File: config.mk
export PLATFORM = sky130hd
export DESIGN_NAME = issue_top
export DESIGN_NICKNAME = d
export VERILOG_FILES = /design/src/source/issue_pkg.sv /design/src/source/issue_ifs.sv /design/src/source/decode_stage.sv /design/src/source/hazard_unit.sv /design/src/source/exec_lanes.sv /design/src/source/issue_top.sv
export SDC_FILE = /design/constraint.sdc
export NUM_CORES = 1
export LEC_CHECK = 0
export ABC_CLOCK_PERIOD_IN_PS = 3400
export BUFFER_PORTS_ARGS = -buffer_cell sky130_fd_sc_hd__clkbuf_2
export CAP_MARGIN = 20
export CORE_MARGIN = 4
export CORE_UTILIZATION = 35
export DETAILED_ROUTE_END_ITERATION = 6
export PLACE_DENSITY = 0.55
export SLEW_MARGIN = 30
export SYNTH_ARGS = -nofsm -noshare
export SYNTH_HDL_FRONTEND = slang
export SYNTH_HIERARCHICAL = 1
export SYNTH_SLANG_ARGS = --single-unit
export TNS_END_PERCENT = 1
File: constraint.sdc
create_clock -name clk -period 3.4 [get_ports clk]
set_clock_uncertainty 0.05 [all_clocks]
set_input_delay 0.68 -clock clk [delete_from_list [all_inputs] [get_ports clk]]
set_output_delay 0.68 -clock clk [all_outputs]
set_load 0.005 [all_outputs]
File: src/source/issue_pkg.sv
// shared definitions for the long-instruction issue subsystem
// widths, execution class and opcode enums, decoded instruction word
`default_nettype none

package issue_pkg;

    localparam int REG_ADDR_W = 5;   // x0..x31
    localparam int INST_W     = 32;  // rv32 instruction word

    // execution lane class
    typedef enum logic [1:0] {
        CLS_ALU = 2'd0,
        CLS_CSR = 2'd1,
        CLS_MUL = 2'd2
    } exu_class_e;

    // major opcodes, inst[6:0]
    typedef enum logic [6:0] {
        OP_LOAD   = 7'b0000011,
        OP_IMM    = 7'b0010011,
        OP_AUIPC  = 7'b0010111,
        OP_STORE  = 7'b0100011,
        OP        = 7'b0110011,
        LUI       = 7'b0110111,
        OP_BRANCH = 7'b1100011,
        OP_JALR   = 7'b1100111,
        OP_JAL    = 7'b1101111,
        SYSTEM    = 7'b1110011
    } opcode_e;

    typedef struct packed {
        logic [REG_ADDR_W-1:0] rd;
        logic [REG_ADDR_W-1:0] rs1;
        logic [REG_ADDR_W-1:0] rs2;
        logic                  rd_we;   // writes rd, never set for x0
        logic                  rs1_re;
        logic                  rs2_re;
        exu_class_e            cls;
    } dec_inst_t;

endpackage

`default_nettype wire

File: src/source/issue_ifs.sv
// internal buses of the issue subsystem
// issue_if carries decoded instructions into hazard check and lanes,
// commit_if carries the two retire ports back to the hazard table
`timescale 1ns/100ps
`default_nettype none

interface issue_if #(
    parameter int TABLE_DEPTH = 8
);
    localparam int ID_W = $clog2(TABLE_DEPTH);

    logic                  valid;    // decoded instruction waiting
    issue_pkg::dec_inst_t  inst;
    logic                  stall;    // hold, conflict or table full
    logic [ID_W-1:0]       id;       // commit id handed out on accept
    logic                  fwd_op1;  // rs1 taken from latest alu result
    logic                  fwd_op2;

    modport src  (output valid, output inst, input stall);
    modport sink (input valid, input inst,
                  output stall, output id, output fwd_op1, output fwd_op2);
    modport mon  (input valid, input inst, input stall, input id);
endinterface

interface commit_if #(
    parameter int TABLE_DEPTH = 8
);
    localparam int ID_W = $clog2(TABLE_DEPTH);

    logic            valid1;  // alu/csr lane, one cycle pulse
    logic [ID_W-1:0] id1;
    logic            valid2;  // mul lane
    logic [ID_W-1:0] id2;

    modport src  (output valid1, output id1, output valid2, output id2);
    modport sink (input valid1, input id1, input valid2, input id2);
endinterface

`default_nettype wire

File: src/source/decode_stage.sv
// decode stage
// four-phase req/ack capture of instruction words, then classification
// into alu, csr or mul with register read/write flags
`timescale 1ns/100ps
`default_nettype none

module decode_stage (
    input  wire logic                         clk,
    input  wire logic                         rst_n,
    input  wire logic                         inst_req_i,  // four-phase request
    input  wire logic [issue_pkg::INST_W-1:0] inst_i,      // stable while req high
    output logic                              inst_ack_o,
    issue_if.src                              iss
);

    typedef enum logic [1:0] {
        IDLE,      // waiting for a request
        ISSUE,     // word held, valid towards hazard unit
        ACK_WAIT   // ack high until req drops
    } state_e;

    state_e                      state_q;
    logic [issue_pkg::INST_W-1:0] inst_q;   // captured word
    issue_pkg::opcode_e          opcode;
    issue_pkg::dec_inst_t        dec;
    logic                        wr;        // opcode writes rd
    logic                        accept;

    assign accept = (state_q == ISSUE) && !iss.stall;

    // handshake fsm
    always_ff @(posedge clk or negedge rst_n) begin
        if (!rst_n) begin
            state_q <= IDLE;
        end else begin
            case (state_q)
                IDLE:     if (inst_req_i) state_q <= ISSUE;
                ISSUE:    if (accept) state_q <= ACK_WAIT;      // stall holds us here
                ACK_WAIT: if (!inst_req_i) state_q <= IDLE;     // phase 3 seen
                default:  state_q <= IDLE;
            endcase
        end
    end

    // word register, loaded once per request
    always_ff @(posedge clk) begin
        if (state_q == IDLE && inst_req_i) inst_q <= inst_i;
    end

    // classification of the held word
    always_comb begin
        opcode     = issue_pkg::opcode_e'(inst_q[6:0]);
        dec        = '0;
        dec.rd     = inst_q[11:7];
        dec.rs1    = inst_q[19:15];
        dec.rs2    = inst_q[24:20];
        dec.cls    = issue_pkg::CLS_ALU;  // unknown opcodes touch no registers
        wr         = 1'b0;
        case (opcode)
            issue_pkg::OP: begin
                dec.rs1_re = 1'b1;
                dec.rs2_re = 1'b1;
                wr         = 1'b1;
                if (inst_q[31:25] == 7'd1) dec.cls = issue_pkg::CLS_MUL;  // m extension
            end
            issue_pkg::OP_IMM: begin
                dec.rs1_re = 1'b1;
                wr         = 1'b1;
            end
            issue_pkg::LUI: begin
                wr = 1'b1;                        // immediate only
            end
            issue_pkg::SYSTEM: begin
                dec.cls    = issue_pkg::CLS_CSR;
                dec.rs1_re = !inst_q[14];         // funct3[2] set means uimm form
                wr         = 1'b1;
            end
            default: begin
                wr = 1'b0;
            end
        endcase
        dec.rd_we = wr && (dec.rd != '0);        // x0 writes are dropped
    end

    assign iss.valid  = (state_q == ISSUE);
    assign iss.inst   = dec;
    assign inst_ack_o = (state_q == ACK_WAIT);   // rises the cycle after accept

endmodule

`default_nettype wire

File: src/source/hazard_unit.sv
// hazard unit
// in-flight table of issued instructions, raw/waw checks against it,
// lowest-free commit id allocation and alu forwarding flags
`timescale 1ns/100ps
`default_nettype none

module hazard_unit #(
    parameter int TABLE_DEPTH = 8
) (
    input  wire logic clk,
    input  wire logic rst_n,
    issue_if.sink     iss,
    commit_if.sink    cmt,
    output logic      lock_o   // any instruction still in flight
);

    localparam int ID_W = $clog2(TABLE_DEPTH);

    // table, destination and class per entry
    logic [TABLE_DEPTH-1:0]           ent_vld_q;
    logic [issue_pkg::REG_ADDR_W-1:0] ent_rd_q  [TABLE_DEPTH];  // x0 for non-writers
    issue_pkg::exu_class_e            ent_cls_q [TABLE_DEPTH];

    // latest alu writer still in flight
    logic                             fwd_vld_q;
    logic [ID_W-1:0]                  fwd_id_q;

    logic [TABLE_DEPTH-1:0]           live;      // valid and not retiring now
    logic [TABLE_DEPTH-1:0]           raw_vec;
    logic [TABLE_DEPTH-1:0]           waw_vec;
    logic [TABLE_DEPTH-1:0]           fwd_mask;
    logic [ID_W-1:0]                  free_id;
    logic                             full;
    logic                             conflict;
    logic                             fwd_reader;
    logic                             fwd_hit;
    logic                             accept;
    logic [issue_pkg::REG_ADDR_W-1:0] fwd_rd;

    // per-entry conflict vectors
    always_comb begin
        for (int i = 0; i < TABLE_DEPTH; i++) begin
            live[i] = ent_vld_q[i]
                   && !(cmt.valid1 && cmt.id1 == ID_W'(i))   // retiring entries no longer block
                   && !(cmt.valid2 && cmt.id2 == ID_W'(i))
                   && (ent_rd_q[i] != '0);                   // x0 never conflicts
            raw_vec[i] = live[i]
                      && ((iss.inst.rs1_re && iss.inst.rs1 == ent_rd_q[i])
                       || (iss.inst.rs2_re && iss.inst.rs2 == ent_rd_q[i]));
            waw_vec[i] = live[i] && iss.inst.rd_we
                      && (iss.inst.rd == ent_rd_q[i])
                      && (iss.inst.cls != ent_cls_q[i]);     // same lane keeps order itself
        end
    end

    // lowest free slot, scanned from the top down
    always_comb begin
        free_id = '0;
        for (int i = TABLE_DEPTH - 1; i >= 0; i--) begin
            if (!ent_vld_q[i]) free_id = ID_W'(i);
        end
    end

    assign full       = &ent_vld_q;
    assign fwd_reader = (iss.inst.cls == issue_pkg::CLS_ALU)
                     || (iss.inst.cls == issue_pkg::CLS_CSR);
    assign fwd_mask   = (fwd_vld_q && fwd_reader) ? (TABLE_DEPTH'(1) << fwd_id_q) : '0;
    assign conflict   = (|(raw_vec & ~fwd_mask)) || (|waw_vec);

    assign iss.stall  = full || (iss.valid && conflict);
    assign iss.id     = free_id;
    assign accept     = iss.valid && !iss.stall;

    // forwarding, only the masked alu entry may be bypassed
    assign fwd_rd      = ent_rd_q[fwd_id_q];
    assign fwd_hit     = iss.valid && fwd_reader && fwd_vld_q && live[fwd_id_q];
    assign iss.fwd_op1 = fwd_hit && iss.inst.rs1_re && (iss.inst.rs1 == fwd_rd);
    assign iss.fwd_op2 = fwd_hit && iss.inst.rs2_re && (iss.inst.rs2 == fwd_rd);

    // valid bits, retire first and allocate after
    always_ff @(posedge clk or negedge rst_n) begin
        if (!rst_n) begin
            ent_vld_q <= '0;
        end else begin
            if (cmt.valid1) ent_vld_q[cmt.id1] <= 1'b0;
            if (cmt.valid2) ent_vld_q[cmt.id2] <= 1'b0;
            if (accept)     ent_vld_q[free_id] <= 1'b1;   // free_id not retiring
        end
    end

    // entry payload
    always_ff @(posedge clk) begin
        if (accept) begin
            ent_rd_q[free_id]  <= iss.inst.rd_we ? iss.inst.rd : '0;
            ent_cls_q[free_id] <= iss.inst.cls;
        end
    end

    // track the newest alu writer
    always_ff @(posedge clk or negedge rst_n) begin
        if (!rst_n) begin
            fwd_vld_q <= 1'b0;
            fwd_id_q  <= '0;
        end else begin
            if (cmt.valid1 && cmt.id1 == fwd_id_q) fwd_vld_q <= 1'b0;  // alu result retired
            if (accept && iss.inst.cls == issue_pkg::CLS_ALU && iss.inst.rd_we) begin
                fwd_vld_q <= 1'b1;   // newer writer wins
                fwd_id_q  <= free_id;
            end
        end
    end

    assign lock_o = |ent_vld_q;

endmodule

`default_nettype wire

File: src/source/exec_lanes.sv
// execution lanes
// one-cycle alu/csr lane on commit port 1 and a pipelined mul lane
// of MUL_STAGES steps on commit port 2
`timescale 1ns/100ps
`default_nettype none

module exec_lanes #(
    parameter int TABLE_DEPTH = 8,
    parameter int MUL_STAGES  = 3
) (
    input  wire logic clk,
    input  wire logic rst_n,
    issue_if.mon      iss,
    commit_if.src     cmt
);

    localparam int ID_W = $clog2(TABLE_DEPTH);

    logic                  accept;
    logic                  is_mul;

    // alu/csr lane, single register
    logic                  alu_vld_q;
    logic [ID_W-1:0]       alu_id_q;

    // mul lane, valid-tagged shift pipe
    logic [MUL_STAGES-1:0] mul_vld_q;
    logic [ID_W-1:0]       mul_id_q [MUL_STAGES];

    assign accept = iss.valid && !iss.stall;   // same accept rule as hazard unit
    assign is_mul = (iss.inst.cls == issue_pkg::CLS_MUL);

    always_ff @(posedge clk or negedge rst_n) begin
        if (!rst_n) begin
            alu_vld_q <= 1'b0;
        end else begin
            alu_vld_q <= accept && !is_mul;    // pulse, commit next cycle
        end
    end

    always_ff @(posedge clk) begin
        if (accept && !is_mul) alu_id_q <= iss.id;
    end

    // mul valids advance every cycle, one issue per cycle allowed
    always_ff @(posedge clk or negedge rst_n) begin
        if (!rst_n) begin
            mul_vld_q <= '0;
        end else begin
            mul_vld_q[0] <= accept && is_mul;
            for (int k = 1; k < MUL_STAGES; k++) begin
                mul_vld_q[k] <= mul_vld_q[k-1];
            end
        end
    end

    // ids ride along without reset
    always_ff @(posedge clk) begin
        mul_id_q[0] <= iss.id;
        for (int k = 1; k < MUL_STAGES; k++) begin
            mul_id_q[k] <= mul_id_q[k-1];
        end
    end

    assign cmt.valid1 = alu_vld_q;
    assign cmt.id1    = alu_id_q;
    assign cmt.valid2 = mul_vld_q[MUL_STAGES-1];  // MUL_STAGES cycles after accept
    assign cmt.id2    = mul_id_q[MUL_STAGES-1];

endmodule

`default_nettype wire

File: src/source/issue_top.sv
// issue subsystem top level
// decode, hazard unit and execution lanes joined by the issue and
// commit buses, everything brought out on plain ports
`timescale 1ns/100ps
`default_nettype none

module issue_top #(
    parameter int TABLE_DEPTH = 8,
    parameter int MUL_STAGES  = 3
) (
    input  wire logic                             clk,
    input  wire logic                             rst_n,
    input  wire logic                             inst_req_i,
    input  wire logic [issue_pkg::INST_W-1:0]     inst_i,
    output logic                                  inst_ack_o,
    output logic                                  stall_o,
    output logic                                  lock_o,
    output logic                                  issue_valid_o,   // accept event
    output logic [$clog2(TABLE_DEPTH)-1:0]        issue_id_o,
    output logic [issue_pkg::REG_ADDR_W-1:0]      issue_rd_o,
    output issue_pkg::exu_class_e                 issue_cls_o,
    output logic                                  fwd_op1_o,
    output logic                                  fwd_op2_o,
    output logic                                  commit_valid1_o,
    output logic [$clog2(TABLE_DEPTH)-1:0]        commit_id1_o,
    output logic                                  commit_valid2_o,
    output logic [$clog2(TABLE_DEPTH)-1:0]        commit_id2_o
);

    issue_if  #(.TABLE_DEPTH(TABLE_DEPTH)) iss_bus ();
    commit_if #(.TABLE_DEPTH(TABLE_DEPTH)) cmt_bus ();

    decode_stage u_decode (
        .clk        (clk),
        .rst_n      (rst_n),
        .inst_req_i (inst_req_i),
        .inst_i     (inst_i),
        .inst_ack_o (inst_ack_o),
        .iss        (iss_bus.src)
    );

    hazard_unit #(.TABLE_DEPTH(TABLE_DEPTH)) u_hazard (
        .clk    (clk),
        .rst_n  (rst_n),
        .iss    (iss_bus.sink),
        .cmt    (cmt_bus.sink),
        .lock_o (lock_o)
    );

    exec_lanes #(.TABLE_DEPTH(TABLE_DEPTH), .MUL_STAGES(MUL_STAGES)) u_lanes (
        .clk   (clk),
        .rst_n (rst_n),
        .iss   (iss_bus.mon),
        .cmt   (cmt_bus.src)
    );

    assign stall_o         = iss_bus.stall;
    assign issue_valid_o   = iss_bus.valid && !iss_bus.stall;
    assign issue_id_o      = iss_bus.id;
    assign issue_rd_o      = iss_bus.inst.rd;
    assign issue_cls_o     = iss_bus.inst.cls;
    assign fwd_op1_o       = iss_bus.fwd_op1;
    assign fwd_op2_o       = iss_bus.fwd_op2;
    assign commit_valid1_o = cmt_bus.valid1;
    assign commit_id1_o    = cmt_bus.id1;
    assign commit_valid2_o = cmt_bus.valid2;
    assign commit_id2_o    = cmt_bus.id2;

endmodule

`default_nettype wire

==> run summary, run 1 <==
=====================================================================================
Highest Clock Rate                                                            258 MHz
Ratio of cells with drive above 1 in the final layout                           32.7%
Crit path capture type                                                     output pin
Initial core utilization                                                        35.5%
Total congestion overflow after global routing                                      0
Area occupied by multi-input gates                                        0.00314 mm2
Vias in the first global route                                                   5138
Total standard cell area after synthesis                                  0.00661 mm2
Post-synth EDFFs                                                                   89
Via count                                                                        4928
Count of routing violations after the opening detailed-route iteration            366
Crit Reg-Reg Startpoint                                                  u_decode/inst_q[3]$_DFFE_PP_
Setup Crit Path Kind                                                       reg -> out
Initial antenna violation count                                                     0
Placement row count                                                                50
Stage delay of the slowest cell on the critical path                          0.37 ns
Deepest clock path buffer count                                                     2
Drt wl/cell                                                                   20.8 um
Overall Global Routing Usage                                                    18.3%
Sum of negative setup slack                                                  -3.37 ns
Number of synthesized register bits                                               116
Area of the die                                                            0.0212 mm2
Setup repair after global routing missed its margin                               yes
Headroom to the max-slew limit                                                  42.8%
Average cell area after synthesis                                            12.1 um2
Reg area                                                                  0.00330 mm2
Final Hold Slack                                                             0.161 ns
Actual slew at the worst max-slew pin                                        0.858 ns
Data arrival time of the worst path                                           3.15 ns
Shortest clock period the worst path allows after layout                      3.88 ns
Per-cell via count in the routed design                                          5.37
Clock tree from TritonCTS                                                         yes
Most common library cell in the layout ignoring fill and taps            sky130_fd_sc_hd__xnor2_1
CTS Buf Count                                                                      17
IR drop worst, VDD                                                           0.341 mV
Detailed Route WL                                                             19.0 mm
Launching element type of the critical path                                      flop
Number of max-slew violations in the final report                                   0
Async set-reset flop share out of synthesis                                     15.5%
Hold Fails Final Rpt                                                                0
DRC Markers                                                                         0
Top cell type by total area after synthesis                              sky130_fd_sc_hd__edfxtp_1
Post-detailed-route count of antenna-violating nets                                 0
Run status                                                               finished with violations
Crit Path Max Fanout                                                                8
Overall power of the completed layout                                         5.50 mW
Worst-case register-to-register setup slack                                  -0.08 ns
Top flip-flop cell by instance count after synthesis                     sky130_fd_sc_hd__edfxtp_1
Post-layout nets                                                                  705
Ports                                                                              59
Number of hold buffers added after cts                                              0
Crit path setup slack, layout                                               -0.477 ns
Share of Yosys cell area claimed by the top area cell type                      40.4%
Cells after synthesis                                                             545
Core region area                                                           0.0186 mm2
Global-route wire length before repair                                        29.6 mm
Leakage dissipation                                                           3.08 nW
Largest net degree at the start of global routing                                  32
Total power density per cell area                                          652 mW/mm2
Number of warnings reported in the yosys synthesis log                              6
Number of max-cap violations                                                        0
Post-DP Area                                                              0.00775 mm2
H-tree Lvls                                                                         4
N_diodes                                                                            0
Last weighted congestion value of the routability-driven placer                 0.966
Die Y                                                                          145 um
Port-buffer cells                                                                  56
Ratio of final minimum period to clock period                                    114%
Overall die width                                                              145 um
Final count of negative-setup-slack endpoints                                      63
Clock Latency Late Sink                                                       0.42 ns
Distinct cell type count of the synthesized netlist                                54
Pre-Repair DR Iteration Count                                                       5
Top cells by area, synth                                                 sky130_fd_sc_hd__edfxtp_1 40%, sky130_fd_sc_hd__xnor2_1 13%, sky130_fd_sc_hd__dfrtp_1 6.8%, sky130_fd_sc_hd__xor2_1 6.6%, sky130_fd_sc_hd__mux4_2 4.1%
CP Data Required Time                                                         2.67 ns
Critical path's slowest cell                                             sky130_fd_sc_hd__edfxtp_1
CTS Root Cell                                                            sky130_fd_sc_hd__clkbuf_16
Kind of cell adding the most delay to the critical path                  simple AND/OR/NAND/NOR gates
Area growth from synthesis to layout                                            27.5%
Critical path cell sequence                                              nand4b_4 -> buf_4 -> nor4_4 -> buf_6 -> xor2_1 -> o211ai_1 -> nor4_1 -> nor4_1 -> buf_4 -> nand4_1 -> o21ai_2 -> nand2_2 -> nor2b_4 -> clkbuf_2
Sink Count                                                                        116
Syn Nets                                                                          580
Seq/Total Area, Yosys                                                           50.0%
Commonest non-fill, non-tap cells in the layout                          99 x sky130_fd_sc_hd__xnor2_1, 89 x sky130_fd_sc_hd__edfxtp_1, 86 x sky130_fd_sc_hd__buf_4
Buffering stage count on the worst path with inverters included                     4
HPWL Detailed                                                                 14.1 mm
Hold/Removal Path Class                                                   in -> async
Clock Pin Slew Worst Setup and Hold Paths                                     0.06 ns
Violations in the final reports                                          setup timing
Fillcell total                                                                   1677
Finished Cell Area                                                        0.00843 mm2
Critical Path Source                                                     u_decode/inst_q[3]$_DFFE_PP_
=====================================================================================
## synth_stat cells (4+ instances only)
cell type                  instances
sky130_fd_sc_hd__xnor2_1          99
sky130_fd_sc_hd__edfxtp_1         89
sky130_fd_sc_hd__xor2_1           50
sky130_fd_sc_hd__nor2_1           28
sky130_fd_sc_hd__nand4_1          23
sky130_fd_sc_hd__nor4_1           23
sky130_fd_sc_hd__nand2_1          20
sky130_fd_sc_hd__buf_4            18
sky130_fd_sc_hd__dfrtp_1          18
sky130_fd_sc_hd__buf_2            17
sky130_fd_sc_hd__mux4_2           12
sky130_fd_sc_hd__o211ai_1         12
sky130_fd_sc_hd__dfxtp_1           9
sky130_fd_sc_hd__or4_1             9
sky130_fd_sc_hd__and3_1            8
sky130_fd_sc_hd__inv_1             8
sky130_fd_sc_hd__o311ai_1          7
sky130_fd_sc_hd__clkbuf_1          6
sky130_fd_sc_hd__and2_1            5
sky130_fd_sc_hd__mux2i_1           5
sky130_fd_sc_hd__nand3_1           5
sky130_fd_sc_hd__nor3_2            5
sky130_fd_sc_hd__nand3b_1          4
sky130_fd_sc_hd__o21ai_0           4
sky130_fd_sc_hd__o21ai_1           4
sky130_fd_sc_hd__o22ai_1           4
sky130_fd_sc_hd__o31ai_1           4
## area by class of cell
class,instances,share of cell area (%)
Clock inverter,15,1.75
Tap cell,234,3.47
Sequential cell,116,39.2
Timing Repair Buffer,151,12.9
Clock buffer,17,5.05
Inverter,9,0.401
Multi-Input combinational cell,375,37.2
## layer usage
metal  vias up  global-route usage, %  part of all wire (%)
li1       2254                      -                     -
met1      2407                   23.7                    42
met5         -                      0                     0
met2       223                   29.9                    48
met4         0                   7.03                   2.6
met3        44                   4.42                   7.4
## where the power goes
group	switching (mW)	total (mW)	internal, mW
sequential	0.335	2.14	1.80
combinational	0.835	1.64	0.808
clock	0.691	1.71	1.02
total	1.86	5.50	3.64
## sequential cells by signal, summed over array words and instances, names as in the netlist
name	cells
u_hazard/ent_cls_q	16
u_hazard/ent_rd_q	40
u_decode/state_q	2
u_lanes/mul_vld_q	3
u_lanes/cmt.valid1	1
u_lanes/mul_id_q	9
u_hazard/fwd_id_q	3
u_hazard/fwd_vld_q	1
u_decode/inst_q	30
u_hazard/ent_vld_q	8
u_lanes/cmt.id1	3
## per-stage QoR
step / std cells / setup WS, ns / utilization, %
after floorplan: 545 / -0.115 / -
after global placement: 883 / -0.222 / 41.6
after detailed placement: 883 / -0.203 / 41.6
after CTS: 917 / -0.507 / 45.0
after global routing: 917 / -0.670 / 45.2
final: 917 / -0.477 / 45.2
## final timing paths
| check | endpoint | depth (start not counted) |
|---|---|---|
| setup / recovery | issue_valid_o | 14 |
| hold / removal | u_hazard/ent_vld_q[5]$_DFF_PN0_ | 1 |
| setup reg to reg | u_hazard/ent_cls_q[7][1]$_DFFE_PP_ | 15 |
| hold reg to reg | u_lanes/mul_id_q[0][3]$_DFF_P_ | 0 |
| max in group asynchronous | u_hazard/fwd_id_q[0]$_DFFE_PN0P_ | 1 |
| min in group clk | u_lanes/mul_id_q[0][3]$_DFF_P_ | 0 |
## kinds of logic after synthesis
logic type,Yosys count,share of synthesized area [%]
and+or+nand+nor,160,15.1
xor gates and xnor gates,149,19.7
DFF,116,50.0
buffers and inverters,54,4.64
AOI/OAI and AO/OA,45,5.02
muxes,20,5.36
adders and majority gates,1,0.151
## what timing repair did
item,in CTS,in global routing
setup buffers,2,0
pin swaps,6,2
gates resized for setup,12,8
gates cloned,0,0
setup endpoints to repair,64,71
No activity file was read; power rests on OpenSTA's default activity.
==> run 2, diff against run 1 <==
--- a/config.mk
+++ b/config.mk
@@ -7,3 +7,3 @@
 export LEC_CHECK = 0
-export ABC_CLOCK_PERIOD_IN_PS = 3400
+export ABC_CLOCK_PERIOD_IN_PS = 3800
 export BUFFER_PORTS_ARGS = -buffer_cell sky130_fd_sc_hd__clkbuf_2
@@ -13,3 +13,4 @@
 export DETAILED_ROUTE_END_ITERATION = 6
-export PLACE_DENSITY = 0.55
+export PLACE_DENSITY = 0.54
+export RECOVER_POWER = 100
 export SLEW_MARGIN = 30
==> constraint.sdc (replaced) <==
create_clock -name clk -period 3.8 [get_ports clk]
set_clock_uncertainty 0.05 [all_clocks]
set_input_delay 0.57 -clock clk [delete_from_list [all_inputs] [get_ports clk]]
set_output_delay 0.57 -clock clk [all_outputs]
set_load 0.005 [all_outputs]
==> run 2 against run 1 <==
  * The run now ends clean
  * Non-clock buffer count shrank 55
  * Global-route usage shrank 1.0 points
  * First-iteration DRC count shrank 11%
  * Critical path depth shrank 2
  * Clock power shrank 5%
  * Final area shrank 6.3%
  * Cell count shrank 6.0%
  * Combinational power shrank 25%
  * Total power shrank 12%
  * Via count shrank 5.4%
  * Flip-flop and latch count is the same
  * Critical endpoint unchanged
  * Largest cell class unchanged
  * Highest routed layer unchanged
==> run summary, run 2 (synthesized netlist as in run 1, its figures left out) <==
=====================================================================================
Critical path cell sequence                                              nor4_4 -> and4_4 -> buf_12 -> xor2_1 -> o211ai_1 -> nor4_2 -> nor4_2 -> nand4_1 -> o21ai_2 -> nand2_2 -> nor2b_4 -> clkbuf_2   was nand4b_4 -> buf_4 -> nor4_4 -> buf_6 -> xor2_1 -> o211ai_1 -> nor4_1 -> nor4_1 -> buf_4 -> nand4_1 -> o21ai_2 -> nand2_2 -> nor2b_4 -> clkbuf_2
IR drop worst, VDD                                                           0.333 mV   was 0.341 mV
Final Hold Slack                                                             0.256 ns   was 0.161 ns
Die Y                                                                          145 um   unchanged
CTS Root Cell                                                            sky130_fd_sc_hd__clkbuf_16   unchanged
DRC Markers                                                                         0   unchanged
Launching element type of the critical path                                      flop   unchanged
Sink Count                                                                        116   unchanged
Number of max-slew violations in the final report                                   0   unchanged
Post-layout nets                                                                  650   was 705
Ratio of final minimum period to clock period                                   98.4%
H-tree Lvls                                                                         4   unchanged
Number of max-cap violations                                                        0   unchanged
Area occupied by multi-input gates                                        0.00306 mm2   was 0.00314 mm2
Placement row count                                                                50   unchanged
Post-route insts no fill                                                          862   was 917
Setup Crit Path Kind                                                       reg -> out   unchanged
Global-route wire length before repair                                        27.9 mm   was 29.6 mm
Via count                                                                        4661   was 4928
Run status                                                               finished, final reports clean   was finished with violations
Post-DP Area                                                              0.00720 mm2   was 0.00775 mm2
Clock tree from TritonCTS                                                         yes   unchanged
Ratio of cells with drive above 1 in the final layout                           25.3%   was 32.7%
Headroom to the max-slew limit                                                  32.7%   was 42.8%
Reg area                                                                  0.00330 mm2   about the same
Crit path capture type                                                     output pin   unchanged
Crit Reg-Reg Startpoint                                                  u_decode/inst_q[6]$_DFFE_PP_   was u_decode/inst_q[3]$_DFFE_PP_
Area of the die                                                            0.0212 mm2   unchanged
Buffering stage count on the worst path with inverters included                     2   was 4
Deepest clock path buffer count                                                     2   unchanged
CTS Buf Count                                                                      17   unchanged
Worst setup timing slack at the placement stage                              0.122 ns   was -0.203 ns
CP Data Required Time                                                         3.18 ns   was 2.67 ns
Leakage dissipation                                                           2.80 nW   was 3.08 nW
Clock Latency Late Sink                                                       0.41 ns   was 0.42 ns
Number of flip-flops in the largest register                                       40   unchanged
Last weighted congestion value of the routability-driven placer                 0.937   was 0.966
Worst-case register-to-register setup slack                                   0.20 ns   was -0.08 ns
Drt wl/cell                                                                   21.1 um   was 20.8 um
Most used cell, CP                                                       sky130_fd_sc_hd__nor4_2
Stage delay of the slowest cell on the critical path                          0.45 ns   was 0.37 ns
Most common library cell in the layout ignoring fill and taps            sky130_fd_sc_hd__xnor2_1   unchanged
N_diodes                                                                            0   unchanged
Worst reg2reg path depth                                                           12   was 15
Fillcell total                                                                   1761   was 1677
Area growth from synthesis to layout                                            19.5%   was 27.5%
Critical path's slowest cell                                             sky130_fd_sc_hd__edfxtp_1   unchanged
Core region area                                                           0.0186 mm2   unchanged
Per-cell via count in the routed design                                          5.41   was 5.37
HPWL Detailed                                                                 13.1 mm   was 14.1 mm
Initial antenna violation count                                                     0   unchanged
Finished Cell Area                                                        0.00790 mm2   was 0.00843 mm2
Ports                                                                              59   unchanged
Total power density per cell area                                          611 mW/mm2   was 652 mW/mm2
Data arrival time of the worst path                                           3.12 ns   was 3.15 ns
Crit Path Max Fanout                                                                6   was 8
Overall die width                                                              145 um   unchanged
Highest Clock Rate                                                            267 MHz
Overall Global Routing Usage                                                    17.3%   was 18.3%
Count of routing violations after the opening detailed-route iteration            327   was 366
Cell count after placement                                                        822   was 883
Setup repair after global routing missed its margin                               yes   unchanged
Actual slew at the worst max-slew pin                                         1.01 ns   was 0.858 ns
Initial core utilization                                                        35.5%   unchanged
Shortest clock period the worst path allows after layout                      3.74 ns
Sum of negative setup slack                                                      0 ns   was -3.37 ns
Total congestion overflow after global routing                                      0   unchanged
Register with the highest flop count                                     u_hazard/ent_rd_q   unchanged
Crit path setup slack, layout                                               0.0604 ns   was -0.477 ns
End of the worst register-to-register path                               u_hazard/ent_rd_q[4][3]$_DFFE_PP_   was u_hazard/ent_cls_q[7][1]$_DFFE_PP_
Port-buffer cells                                                                  56   unchanged
Pre-Repair DR Iteration Count                                                       4   was 5
Vias in the first global route                                                   4780   was 5138
Overall power of the completed layout                                         4.83 mW   was 5.50 mW
Hold/Removal Path Class                                                   in -> async   unchanged
Detailed Route WL                                                             18.2 mm   was 19.0 mm
Hold Fails Final Rpt                                                                0   unchanged
Kind of cell adding the most delay to the critical path                  simple AND/OR/NAND/NOR gates   unchanged
Largest registers                                                        u_hazard/ent_rd_q x40, u_decode/inst_q x30, u_hazard/ent_cls_q x16   unchanged
Post-detailed-route count of antenna-violating nets                                 0   unchanged
Core occupancy in the finished layout                                           42.4%   was 45.2%
Largest net degree at the start of global routing                                  32   unchanged
Final count of negative-setup-slack endpoints                                       0   was 63
Commonest non-fill, non-tap cells in the layout                          99 x sky130_fd_sc_hd__xnor2_1, 89 x sky130_fd_sc_hd__edfxtp_1, 55 x sky130_fd_sc_hd__clkbuf_2   was 99 x sky130_fd_sc_hd__xnor2_1, 89 x sky130_fd_sc_hd__edfxtp_1, 86 x sky130_fd_sc_hd__buf_4
Clock Pin Slew Worst Setup and Hold Paths                                     0.06 ns   about the same
=====================================================================================
[run 2: power breakdown]
part / internal, mW / switching [mW] / total (mW)
sequential: 1.62 / 0.363 / 1.98
combinational: 0.615 / 0.611 / 1.23
clock: 1.03 / 0.587 / 1.62
total: 3.26 / 1.56 / 4.83
[run 2: per-layer routing]
metal | GRT usage (%) | wire (um) | vias to the layer above
met5 | 0 | 0 | -
met4 | 8.64 | 638 | 0
met3 | 3.43 | 1110 | 43
met2 | 27.1 | 8440 | 196
met1 | 23.1 | 8000 | 2284
li1 | - | - | 2138
[run 2: final cells by class]
class / instances / share of cell area [%]
inverter: 9 / 0.428
sequential: 116 / 41.8
multi-input combinational: 375 / 38.7
clock buffer: 17 / 5.38
timing repair buffer: 96 / 7.70
tap: 234 / 3.71
clock inverter: 15 / 2.26
[run 2: worst max-delay path by stage]
| stage | startpoint | end | slack [ns] | cells past startpoint |
|---|---|---|---|---|
| after detailed placement | u_decode/inst_q[3]$_DFFE_PP_ | issue_valid_o | 0.12 | 13 |
| after floorplan | u_decode/inst_q[6]$_DFFE_PP_ | u_hazard/ent_cls_q[6][0]$_DFFE_PP_ | 0.12 | 12 |
| after CTS | u_decode/inst_q[3]$_DFFE_PP_ | issue_valid_o | -0.08 | 13 |
| after global placement | u_decode/inst_q[3]$_DFFE_PP_ | issue_valid_o | 0.14 | 13 |
| final | u_decode/inst_q[6]$_DFFE_PP_ | issue_valid_o | 0.06 | 12 |
| after global routing | u_decode/inst_q[6]$_DFFE_PP_ | issue_valid_o | -0.12 | 12 |
[run 2: timing repair]
action,4_1_cts,5_1_grt
pin swaps,9,8
setup endpoints to repair,2,36
gates resized for setup,5,4
buffers inserted,6,2
hold buffers,0,0
